## src/verilog/rvvi_bridge_pkg.sv

```systemverilog
package rvvi_bridge_pkg;

   ////////////////////////////////////////
   // Widths and CSR slots
   ////////////////////////////////////////
   localparam int xlen    = 32;
   localparam int num_csr = 8;

   // Slot of each kept machine CSR in the CSR arrays
   localparam int csr_mstatus  = 0;
   localparam int csr_mie      = 1;
   localparam int csr_mtvec    = 2;
   localparam int csr_mscratch = 3;
   localparam int csr_mepc     = 4;
   localparam int csr_mcause   = 5;
   localparam int csr_mtval    = 6;
   localparam int csr_mip      = 7;

   // MSW, timer, external and the sixteen local lines
   localparam logic [31:0] irq_track_mask = 32'hffff_0888;

   ////////////////////////////////////////
   // Cause encodings
   ////////////////////////////////////////
   localparam logic [10:0] cause_nmi_load      = 11'd1024;
   localparam logic [10:0] cause_nmi_store     = 11'd1025;
   localparam logic [5:0]  exc_instr_bus_fault = 6'd48;
   localparam logic [2:0]  dbg_cause_haltreq   = 3'd3;

   // Interrupt cause read as a number or as an IRQ line index
   typedef union packed {
      logic [10:0] raw;
      struct packed {
         logic [5:0] upper;
         logic [4:0] idx;
      } irq;
   } intr_cause_u;

   typedef struct packed {
      logic       trap;
      logic       exception;
      logic       debug;
      logic [5:0] exception_cause;
      logic [2:0] debug_cause;
      logic [1:0] cause_type;
   } rvfi_trap_t;

   typedef struct packed {
      logic        intr;
      logic        exception;
      logic        interrupt;
      intr_cause_u cause;
   } rvfi_intr_t;

   // One retirement record from the formal trace port
   typedef struct packed {
      logic            valid;
      logic [63:0]     order;
      logic [31:0]     insn;
      rvfi_trap_t      trap;
      rvfi_intr_t      intr;
      logic [1:0]      mode;
      logic [1:0]      ixl;
      logic [xlen-1:0] pc_rdata;
      logic [xlen-1:0] pc_wdata;
      logic [4:0]      rd_addr;
      logic [xlen-1:0] rd_wdata;
      logic [2:0]      dbg;
      logic            dbg_mode;
      logic [1:0]      nmip;
   } rvfi_retire_t;

   typedef struct packed {
      logic [xlen-1:0] rdata;
      logic [xlen-1:0] wdata;
      logic [xlen-1:0] wmask;
   } csr_port_t;

   typedef struct packed {
      logic            valid;
      logic [63:0]     order;
      logic [31:0]     insn;
      logic            trap;
      rvfi_intr_t      intr;
      logic [1:0]      mode;
      logic [1:0]      ixl;
      logic [xlen-1:0] pc_rdata;
      logic [xlen-1:0] pc_wdata;
   } rvvi_trace_t;

   // Asynchronous net levels
   typedef struct packed {
      logic [31:0] irq;
      logic        nmi;
      logic [10:0] nmi_cause;
      logic        instr_bus_fault;
      logic        haltreq;
   } net_state_t;

   typedef enum logic [1:0] {
      NMI_IDLE,
      NMI_LOAD,
      NMI_STORE
   } nmi_state_e;

endpackage

```

## src/verilog/async_event_tracker.sv

```systemverilog
`timescale 1ns/1ps

module async_event_tracker (
   input  logic                          rvvi,
   input  logic                          rst_n,
   input  rvvi_bridge_pkg::rvfi_retire_t retire,
   output logic                          nmi,
   output logic [10:0]                   nmi_cause,
   output logic                          instr_bus_fault,
   output logic                          haltreq,
   output logic                          resync
);
   import rvvi_bridge_pkg::*;

   nmi_state_e state_q;
   nmi_state_e state_d;
   logic       halt_cond;
   logic       nmi_intr;
   logic       nmi_hit;
   logic       nmi_store;
   logic       fetch_fault;
   logic       resync_d;

   // Halt request seen while entering debug mode
   assign halt_cond = (retire.dbg == dbg_cause_haltreq) && retire.dbg_mode;

   // Load or store bus error NMI taken as an interrupt
   assign nmi_intr = retire.intr.intr && retire.intr.interrupt &&
                     ((retire.intr.cause.raw == cause_nmi_load) ||
                      (retire.intr.cause.raw == cause_nmi_store));
   assign nmi_hit  = nmi_intr || retire.nmip[0];

   // Taken cause decides first, otherwise the nmip store bit
   assign nmi_store = nmi_intr ? (retire.intr.cause.raw == cause_nmi_store) : retire.nmip[1];

   assign fetch_fault = retire.trap.trap && retire.trap.exception &&
                        (retire.trap.exception_cause == exc_instr_bus_fault);

   // Two exception events in one record
   assign resync_d = retire.valid && retire.intr.intr &&
                     (halt_cond || (retire.trap.exception_cause != 6'd0));

   ////////////////////////////////////////
   // NMI state machine
   ////////////////////////////////////////
   always_comb begin
      state_d = state_q;
      if (retire.valid) begin
         if (nmi_hit) begin
            state_d = nmi_store ? NMI_STORE : NMI_LOAD;
         end else begin
            state_d = NMI_IDLE;
         end
      end
   end

   assign nmi = (state_q != NMI_IDLE);

   always_ff @(posedge rvvi) begin
      if (!rst_n) begin
         state_q         <= NMI_IDLE;
         nmi_cause       <= '0;
         instr_bus_fault <= 1'b0;
         haltreq         <= 1'b0;
         resync          <= 1'b0;
      end else begin
         state_q <= state_d;
         // Cause is kept after the level drops
         if (retire.valid && nmi_hit) begin
            nmi_cause <= nmi_store ? cause_nmi_store : cause_nmi_load;
         end
         if (retire.valid) begin
            instr_bus_fault <= fetch_fault;
         end
         // Set on the condition alone, clear needs a retire
         if (halt_cond) begin
            haltreq <= 1'b1;
         end else if (retire.valid) begin
            haltreq <= 1'b0;
         end
         resync <= resync_d;
      end
   end

endmodule

```

## src/verilog/csr_merge.sv

```systemverilog
`timescale 1ns/1ps

module csr_merge (
   input  logic                                        rvvi,
   input  logic                                        rst_n,
   input  rvvi_bridge_pkg::rvfi_retire_t               retire,
   input  rvvi_bridge_pkg::csr_port_t [rvvi_bridge_pkg::num_csr-1:0] csr,
   output logic [rvvi_bridge_pkg::num_csr-1:0][rvvi_bridge_pkg::xlen-1:0] csr_value,
   output logic [rvvi_bridge_pkg::num_csr-1:0]        csr_wb
);
   import rvvi_bridge_pkg::*;

   logic [num_csr-1:0][xlen-1:0] merged;
   logic [num_csr-1:0]           changed;

   ////////////////////////////////////////
   // Masked merge per CSR
   ////////////////////////////////////////
   for (genvar i = 0; i < num_csr; i++) begin : g_csr
      // Written bits from wdata, the rest from rdata
      assign merged[i]  = (csr[i].wdata & csr[i].wmask) | (csr[i].rdata & ~csr[i].wmask);
      assign changed[i] = (merged[i] != csr_value[i]);
   end

   always_ff @(posedge rvvi) begin
      if (!rst_n) begin
         csr_value <= '0;
         csr_wb    <= '0;
      end else begin
         csr_value <= merged;
         // Change wins over the clear from a retire
         csr_wb    <= changed | (csr_wb & ~{num_csr{retire.valid}});
      end
   end

endmodule

```

## src/verilog/irq_tracker.sv

```systemverilog
`timescale 1ns/1ps

module irq_tracker (
   input  logic                             rvvi,
   input  logic                             rst_n,
   input  rvvi_bridge_pkg::rvfi_retire_t    retire,
   input  logic [rvvi_bridge_pkg::xlen-1:0] mip,
   input  logic [31:0]                      irq,
   output logic [31:0]                      irq_level
);
   import rvvi_bridge_pkg::*;

   logic [31:0] intr_bit;
   logic [31:0] irq_next;
   logic [31:0] irq_clr;

   // Taken interrupt flags its line before mip shows it
   always_comb begin
      intr_bit = '0;
      if (retire.valid && retire.intr.interrupt) begin
         intr_bit[retire.intr.cause.irq.idx] = 1'b1;
      end
   end

   assign irq_next = (mip | intr_bit) & irq_track_mask;

   // Drop only on a retire, once the line or its next value is gone
   assign irq_clr = {32{retire.valid}} & (~irq_next | ~irq);

   ////////////////////////////////////////
   // Level per tracked line
   ////////////////////////////////////////
   always_ff @(posedge rvvi) begin
      if (!rst_n) begin
         irq_level <= '0;
      end else begin
         // Low bits follow next up, high bits fall on clear
         irq_level <= (irq_level & ~irq_clr) | (~irq_level & irq_next);
      end
   end

endmodule

```

## src/verilog/retire_capture.sv

```systemverilog
`timescale 1ns/1ps

module retire_capture (
   input  logic                            rvvi,
   input  logic                            rst_n,
   input  rvvi_bridge_pkg::rvfi_retire_t   retire,
   output rvvi_bridge_pkg::rvvi_trace_t    trace,
   output logic [31:0]                     x_wb,
   output logic [rvvi_bridge_pkg::xlen-1:0] x_wdata
);
   import rvvi_bridge_pkg::*;

   logic        bus_fault;
   logic [31:0] wb_d;

   // Fetch bus fault comes from outside the core
   // so it is the only trap passed on
   assign bus_fault = retire.trap.trap && (retire.trap.exception_cause == exc_instr_bus_fault);

   // One-hot GPR write-back, x0 excluded
   always_comb begin
      wb_d = '0;
      if (retire.valid && (retire.rd_addr != 5'd0)) begin
         wb_d[retire.rd_addr] = 1'b1;
      end
   end

   always_ff @(posedge rvvi) begin
      // Instruction fields
      trace.order    <= retire.order;
      trace.insn     <= retire.insn;
      trace.trap     <= bus_fault;
      trace.intr     <= retire.intr;
      trace.mode     <= retire.mode;
      trace.ixl      <= retire.ixl;
      trace.pc_rdata <= retire.pc_rdata;
      trace.pc_wdata <= retire.pc_wdata;
      x_wdata        <= retire.rd_wdata;

      if (!rst_n) begin
         trace.valid <= 1'b0;
         x_wb        <= '0;
      end else begin
         trace.valid <= retire.valid;
         x_wb        <= wb_d;
      end
   end

endmodule

```

## src/verilog/rvvi_bridge_top.sv

```systemverilog
`timescale 1ns/1ps

module rvvi_bridge_top (
   input  logic                                        rvvi,
   input  logic                                        rst_n,
   input  rvvi_bridge_pkg::rvfi_retire_t               retire,
   input  rvvi_bridge_pkg::csr_port_t [rvvi_bridge_pkg::num_csr-1:0] csr,
   input  logic [31:0]                                 irq,
   output rvvi_bridge_pkg::rvvi_trace_t                trace,
   output logic [31:0]                                 x_wb,
   output logic [rvvi_bridge_pkg::xlen-1:0]            x_wdata,
   output logic [rvvi_bridge_pkg::num_csr-1:0][rvvi_bridge_pkg::xlen-1:0] csr_value,
   output logic [rvvi_bridge_pkg::num_csr-1:0]        csr_wb,
   output rvvi_bridge_pkg::net_state_t                 nets,
   output logic                                        resync
);
   import rvvi_bridge_pkg::*;

   retire_capture i_retire_capture (
      .rvvi    (rvvi),
      .rst_n   (rst_n),
      .retire  (retire),
      .trace   (trace),
      .x_wb    (x_wb),
      .x_wdata (x_wdata)
   );

   csr_merge i_csr_merge (
      .rvvi      (rvvi),
      .rst_n     (rst_n),
      .retire    (retire),
      .csr       (csr),
      .csr_value (csr_value),
      .csr_wb    (csr_wb)
   );

   // Registered mip drives the IRQ levels
   irq_tracker i_irq_tracker (
      .rvvi      (rvvi),
      .rst_n     (rst_n),
      .retire    (retire),
      .mip       (csr_value[csr_mip]),
      .irq       (irq),
      .irq_level (nets.irq)
   );

   async_event_tracker i_async_event_tracker (
      .rvvi            (rvvi),
      .rst_n           (rst_n),
      .retire          (retire),
      .nmi             (nets.nmi),
      .nmi_cause       (nets.nmi_cause),
      .instr_bus_fault (nets.instr_bus_fault),
      .haltreq         (nets.haltreq),
      .resync          (resync)
   );

endmodule
```

## config.mk

```make
export PLATFORM = sky130hd
export DESIGN_NAME = rvvi_bridge_top
export DESIGN_NICKNAME = d
export VERILOG_FILES = /design/src/verilog/rvvi_bridge_pkg.sv /design/src/verilog/async_event_tracker.sv /design/src/verilog/csr_merge.sv /design/src/verilog/irq_tracker.sv /design/src/verilog/retire_capture.sv /design/src/verilog/rvvi_bridge_top.sv
export SDC_FILE = /design/constraint.sdc
export NUM_CORES = 1
export LEC_CHECK = 0
export ABC_AREA = 1
export ABC_CLOCK_PERIOD_IN_PS = 1400
export BUFFER_PORTS_ARGS = -buffer_cell sky130_fd_sc_hd__buf_2
export CAP_MARGIN = 20
export CORE_AREA = 3 3 622 624
export DETAILED_ROUTE_END_ITERATION = 10
export DIE_AREA = 0 0 625 627
export PLACE_DENSITY = 0.3
export SKIP_CTS_REPAIR_TIMING = 1
export SYNTH_ARGS = -nofsm -noshare
export SYNTH_HDL_FRONTEND = slang
export SYNTH_SLANG_ARGS = --single-unit
```

## constraint.sdc

```tcl
create_clock -name rvvi -period 1.4 [get_ports rvvi]
set_input_delay 0.28 -clock rvvi [delete_from_list [all_inputs] [get_ports rvvi]]
set_output_delay 0.28 -clock rvvi [all_outputs]
set_load 0.1 [all_outputs]
```

==> reports/metrics.cfg, run 1 <==
[timing]
timing.slew.headroom_pct = 56.84
fmax_ghz = 0.5368
post-route-period-util_pct = 133.1
slew_viol_final = 0
layout_min_cycle_time_ps = 1863
setup_ws_ps = -462.7
rsz0062_at_grt = yes
skew_ps = 58.60
hold_viol = 0
tns_ps = -114340
finalSetupViolations = 569
tightestPinTransition_ps = 640.6

[yosys]
synth_xor_xnor_area_share_pct = 0.5380
synth.distinct_cells = 43
yosys.area.top_type = dfxtp_1
ys.flop_type = dfxtp_1
syn_avg_cell_area_um2 = 6.757
synthTopCellsByCount = nand2_1, inv_1, dfxtp_1
synth-seq-cells = 547
synth_mux_area_share_pct = 0
synth_compound_area_share_pct = 7.571
synth_edf_count = 0
synthSimpleGateAreaFrac_pct = 32.15
synth_area_um2 = 22790
synth_top_cells_by_area = dfxtp_1, nand2_1, inv_1
synthAdderAreaFrac_pct = 0
seq_area_frac_synth_pct = 48.05
synth.top_cell.area_share_pct = 48.05
ys_warn_count = 0
syn_inst = 3373
synth_top_family_by_area = simple AND/OR/NAND/NOR gates
synth_most_common_cell = nand2_1
synthArstFlopShare_pct = 0

[power]
power_frac_comb_pct = 33.8
swShare_pct = 36.54
power_mw = 60.82
pwr-share-clk_pct = 37.5
intPower_mw = 38.60
powerDensity_nw_per_um2 = 965.5
max-vdd-ir-drop_mv = 0.7937
power_leakage_nw = 29.05
p_switching_mw = 22.22
p_seq_share_pct = 28.7

[cells_and_area]
area_growth_pct = 176.4
nets = 7402
drive_above_1_share_pct = 43.89
final_area_um2 = 62990

[critical_path]
cp.required_ps = 1120
crit_path_end_kind = output pin
max_stage_delay_ps = 350
worstSetupPathType = reg -> out
cp_cell_sequence = buf_6, buf_6, buf_16
crit_top_cell = buf_6
worstPathMaxFanout = 2
critPathSlowestCell = dfxtp_2
cp.arrival_ps = 1580
worstSetupStartpointType = register

[route]
drt-total-wl_um = 213800
drc_errors = 0
wl_per_cell_um = 18.60
vias = 32380
ant_nets = 0
first_pass_iters = 5
drt_iter0_drc = 1150
drt-vias-per-instance = 2.817

[global_route]
grt_max_degree = 47
grt_usage_pct = 9.853
grt_pass1_vias = 27910
overflow = 0
grt_pass1_wl_um = 256500
antenna_found_initial = 85

[min_path]
min_path_type = in -> reg

[place]
pre_cts_slack_ps = -1067
place_area_um2 = 45460
io_buffers = 1564
gp_congestion = 0.8435
hpwl_um = 181300

[floorplanning]
die_x_um = 625
io_pins = 1593
start_util_pct = 5.966
num_rows = 227
core_area_um2 = 382000
die_area_um2 = 391900
die_y_um = 627

[cts]
cts_htree_levels = 3
insertion_delay_ps = 780
root_buffer = clkbuf_16
cts.sinks = 547
clk_pin_slew_ps = 70
clockBufferDepth = 4
cts_buffers = 86
cts_tree = done

[run]
maxCapViolCount = 0

[outcome]
outcome = finished with violations
violations = negative setup slack

==> state kept, by name, indices dropped and copies added (netlist names) <==
register,count
i_async_event_tracker.state_q,2
i_retire_capture.x_wb,32
i_async_event_tracker.resync,1
i_csr_merge.csr_wb,8
i_retire_capture.x_wdata,32
i_async_event_tracker.instr_bus_fault,1
i_async_event_tracker.nmi_cause,2
i_irq_tracker.irq_level,32
i_retire_capture.trace,180
i_csr_merge.csr_value,256
i_async_event_tracker.haltreq,1
==> worst max-delay path: cells and delay by family (launching register included) <==
family,cells,cell delay [ps]
DFF,1,350
buffers and inverters,3,370
==> final cells by class <==
class                      count  area (um2)
antenna                       27       67.56
timing repair buffer        2946       29650
fill                       43210      319000
sequential                   547       12110
multi-input combinational   2151        9583
clock buffer                 112        2370
inverter                     632        2387
clock inverter                41       521.8
tap                         5038        6304
==> final timing paths <==
check / slack [ps] / from / end / depth (start not counted)
setup reg to reg: -450 / i_csr_merge.csr_value[149] / i_csr_merge.csr_wb[4] / 11
hold reg to reg: 460 / i_async_event_tracker.state_q[1] / i_async_event_tracker.state_q[1] / 2
setup / recovery: -460 / i_csr_merge.csr_value[149] / csr_value[149] / 3
hold / removal: 2 / csr[65] / i_csr_merge.csr_value[1] / 6
==> power groups by stage <==
stage / clock network, mW / logic [mW] / registers (mW)
global placement: 0 / 17.2 / 17.7
detailed placement: 0 / 17.2 / 17.7
global route: 24.7 / 21.9 / 17.6
floorplan: 0 / 2.75 / 23.6
finish: 22.8 / 20.6 / 17.5
CTS: 24.3 / 17.2 / 17.4
==> cell families (layout without fill, tap and decap cells) <==
kind of cell / count (synthesis) / in the layout
buffers and inverters: 684 / 3731
AO/OA/AOI/OAI: 317 / 317
flip-flops: 547 / 547
AND/OR/NAND/NOR: 1810 / 1810
other: 1 / 37
XOR/XNOR: 14 / 14
==> cell usage in the layout (no fill, tap or decap), types with 8 or more instances in the layout <==
cell	instances
nand2_1	1172
buf_2	1018
dlygate4sd3_1	941
inv_1	624
buf_12	577
dfxtp_2	356
nor2_1	322
buf_4	309
dfxtp_4	191
a21oi_1	158
nand3_1	143
o21ai_0	99
buf_6	88
clkbuf_16	86
nor2_2	48
nand3b_1	39
diode_2	27
nand2_2	21
o22ai_1	19
clkinv_2	16
xor2_1	14
nand3_2	14
clkbuf_1	14
clkbuf_8	12
nor2_4	10
conb_1	10
clkinv_4	9
bufinv_16	9
o21a_1	8
o21bai_1	8
o211ai_1	8
==> per-layer routing <==
metal,vias to the layer above,GRT usage [%],part of all wire [%]
li1,16220,-,-
met1,14750,10.52,37
met2,1058,17.80,51
met3,332,4.105,8.7
met4,22,2.427,2.9
met5,-,0,0.071
==> per-stage QoR <==
step           cells  util, %  hold slack (ps)
5_1_grt        11480    16.48           -2.655
3_3_place_gp   10290    11.90            382.6
4_1_cts        10440    12.66           -553.2
3_5_place_dp   10290    11.90            383.6
6_report       11490    16.49            2.219
2_1_floorplan   3382        -            307.7
(Power assumes the default switching activity.)
==> run 2, diff against run 1 <==
Settings changed: BUFFER_PORTS_ARGS -buffer_cell sky130_fd_sc_hd__buf_2 to -buffer_cell sky130_fd_sc_hd__buf_4, REMOVE_ABC_BUFFERS from default to 1.
==> run 2 against run 1 <==
Against the previous run:
- largest power group unchanged
- first-iteration DRC count up 1.8%
- the run ends with negative hold slack, negative setup slack left
- highest routed layer unchanged
- fmax increased by 3.7%
- critical path depth is 1 lower
- critical path type unchanged
- largest cell class unchanged
- setup slack improved by 67 ps
- final area up 3.9%
==> reports/metrics.cfg, run 2 (synthesis gave the netlist of run 1 again) <==
[outcome]
outcome = finished with violations
violations = negative hold slack, negative setup slack

[timing]
post-route-period-util_pct = 128.3  ; -4.8 points
tightestPinTransition_ps = 832.2  ; +191.6 ps
layout_min_cycle_time_ps = 1796  ; -66.71 ps
setup_ws_ps = -396.0  ; +66.71 ps
rsz0062_at_grt = yes
skew_ps = 72.51  ; +13.91 ps
finalSetupViolations = 557  ; -2.1%
hold_ws_ps = -70.71  ; -72.93 ps
slew_viol_final = 0  ; unchanged
timing.slew.headroom_pct = 44.34  ; -13 points
fmax_ghz = 0.5568  ; +3.7%
hold_viol = 1  ; +1
tns_ps = -118140  ; -3795 ps

[critical_path]
worstSetupStartpoint = i_csr_merge.csr_value[170]
worstSetupPathType = reg -> out
crit_path_end_kind = output pin
worstPathMaxFanout = 3  ; +1
rr_endpoint = i_csr_merge.csr_wb[5]
r2r_start = i_csr_merge.csr_value[172]
r2r_slack_ps = -170  ; +280 ps
cp.required_ps = 1120  ; about the same
worst_r2r_path_depth = 10  ; -1
cp.arrival_ps = 1520  ; -60 ps
worstSetupStartpointType = register
cp-endpoint = csr_value[170]

[floorplanning]
core_area_um2 = 382000  ; unchanged
start_util_pct = 5.966  ; unchanged
die_y_um = 627  ; unchanged
die_x_um = 625  ; unchanged
die_area_um2 = 391900  ; unchanged
io_pins = 1593  ; unchanged
num_rows = 227  ; unchanged

[route]
drt_iter0_drc = 1171  ; +1.8%
first_pass_iters = 5  ; unchanged
ant_nets = 0  ; unchanged
drt-vias-per-instance = 2.870  ; +1.9%
wl_per_cell_um = 20.59  ; +11%
drt-total-wl_um = 235800  ; +10%
vias = 32860  ; +1.5%
drc_errors = 0  ; unchanged

[power]
max-vdd-ir-drop_mv = 0.8542  ; +7.6%
power_leakage_nw = 29.69  ; +2.2%
power_mw = 63.45  ; +4.3%
powerDensity_nw_per_um2 = 969.2  ; +0.38%

[cts]
clockBufferDepth = 4  ; unchanged
cts_tree = done
cts_htree_levels = 3  ; unchanged
cts_buffers = 90  ; +4.7%
root_buffer = clkbuf_16
clk_pin_slew_ps = 60  ; about the same
cts.sinks = 547  ; unchanged
insertion_delay_ps = 840  ; +60 ps

[place]
pre_cts_slack_ps = -799.0  ; +267.9 ps
io_buffers = 1564  ; unchanged
gp_congestion = 0.8785  ; +4.1%
place_inst = 10190  ; -0.90%
place_area_um2 = 43080  ; -5.2%
hpwl_um = 202600  ; +12%

[cells_and_area]
drive_above_1_share_pct = 42.91  ; -0.98 points
final_cell_count_no_fill = 11450  ; -0.37%
reg.largest.list = i_csr_merge.csr_value x256, i_retire_capture.trace x180
seq_area_um2 = 12210  ; +0.76%
final_area_um2 = 65470  ; +3.9%
largest_register = i_csr_merge.csr_value
multiInputGateArea_um2 = 9605  ; +0.24%
fillers = 42970  ; -0.54%
layout_common_cells = buf_4, nand2_1, dlygate4sd3_1
layout_commonest_cell = buf_4
post-route-util_pct = 17.14  ; +0.65 points
nets = 7363  ; -0.53%
largest_register_ffs = 256  ; unchanged
area_growth_pct = 187.3

[global_route]
grt_pass1_wl_um = 280600  ; +9.4%
grt_pass1_vias = 28390  ; +1.7%
grt_usage_pct = 10.94  ; +1.1 points
grt_max_degree = 26  ; -45%
antenna_found_initial = 108  ; +27%
overflow = 0  ; unchanged

[min_path]
hold_path_depth = 5  ; -1
min_path_type = in -> reg

[run]
maxCapViolCount = 0  ; unchanged

==> run 2: cell count changes in the layout (fill, tap and decap cells not counted), moves of 6 or more <==
cell           delta
buf_6            -31
dfxtp_4          +37
buf_4           +971
nor2_2           -14
buf_12            -9
dlygate4sd3_1    +39
diode_2           -6
buf_2          -1018
clkinv_2          -7
nor2_4           +10
dfxtp_2          -37
==> run 2: power breakdown <==
group | switching (mW) | total, mW | leakage (nW) | internal [mW]
clock network | 9.69 | 24.6 | 1.50 | 14.9
logic | 12.3 | 21.5 | 23.4 | 9.15
registers | 1.00 | 17.4 | 4.74 | 16.4
total | 23.0 | 63.5 | 29.7 | 40.5
==> run 2: area by class of cell <==
class	instances	share of cell area, %
Antenna cell	21	0.08026
Clock inverter	42	0.9612
Sequential cell	547	18.64
Clock buffer	117	3.763
Inverter	632	3.646
Timing Repair Buffer	2903	48.61
Multi-Input combinational cell	2151	14.67
Tap cell	5038	9.628
==> run 2: worst min-delay path by stage <==
stage / startpoint / endpoint / slack, ps
6_report: retire[39] / i_retire_capture.x_wb[10] / -70
5_1_grt: retire[39] / i_retire_capture.x_wb[10] / -120
4_1_cts: retire[13] / i_retire_capture.x_wdata[7] / -590
3_5_place_dp: retire[206] / i_retire_capture.trace[150] / 390
3_3_place_gp: retire[52] / i_retire_capture.trace[9] / 380
2_1_floorplan: retire[43] / i_retire_capture.trace[0] / 310
==> run 2: critical path, cell delays in order (launching register included) <==
cell and delay, ps:
dfxtp_2 350, buf_8 140, buf_16 170
==> run 2: metal layers <==
layer | wire length, um | track usage [%] | vias up
li1 | - | - | 16140
met1 | 84820 | 11.45 | 15110
met2 | 119800 | 19.81 | 1217
met3 | 24000 | 5.023 | 371
met4 | 7022 | 2.433 | 26
met5 | 178 | 0 | -
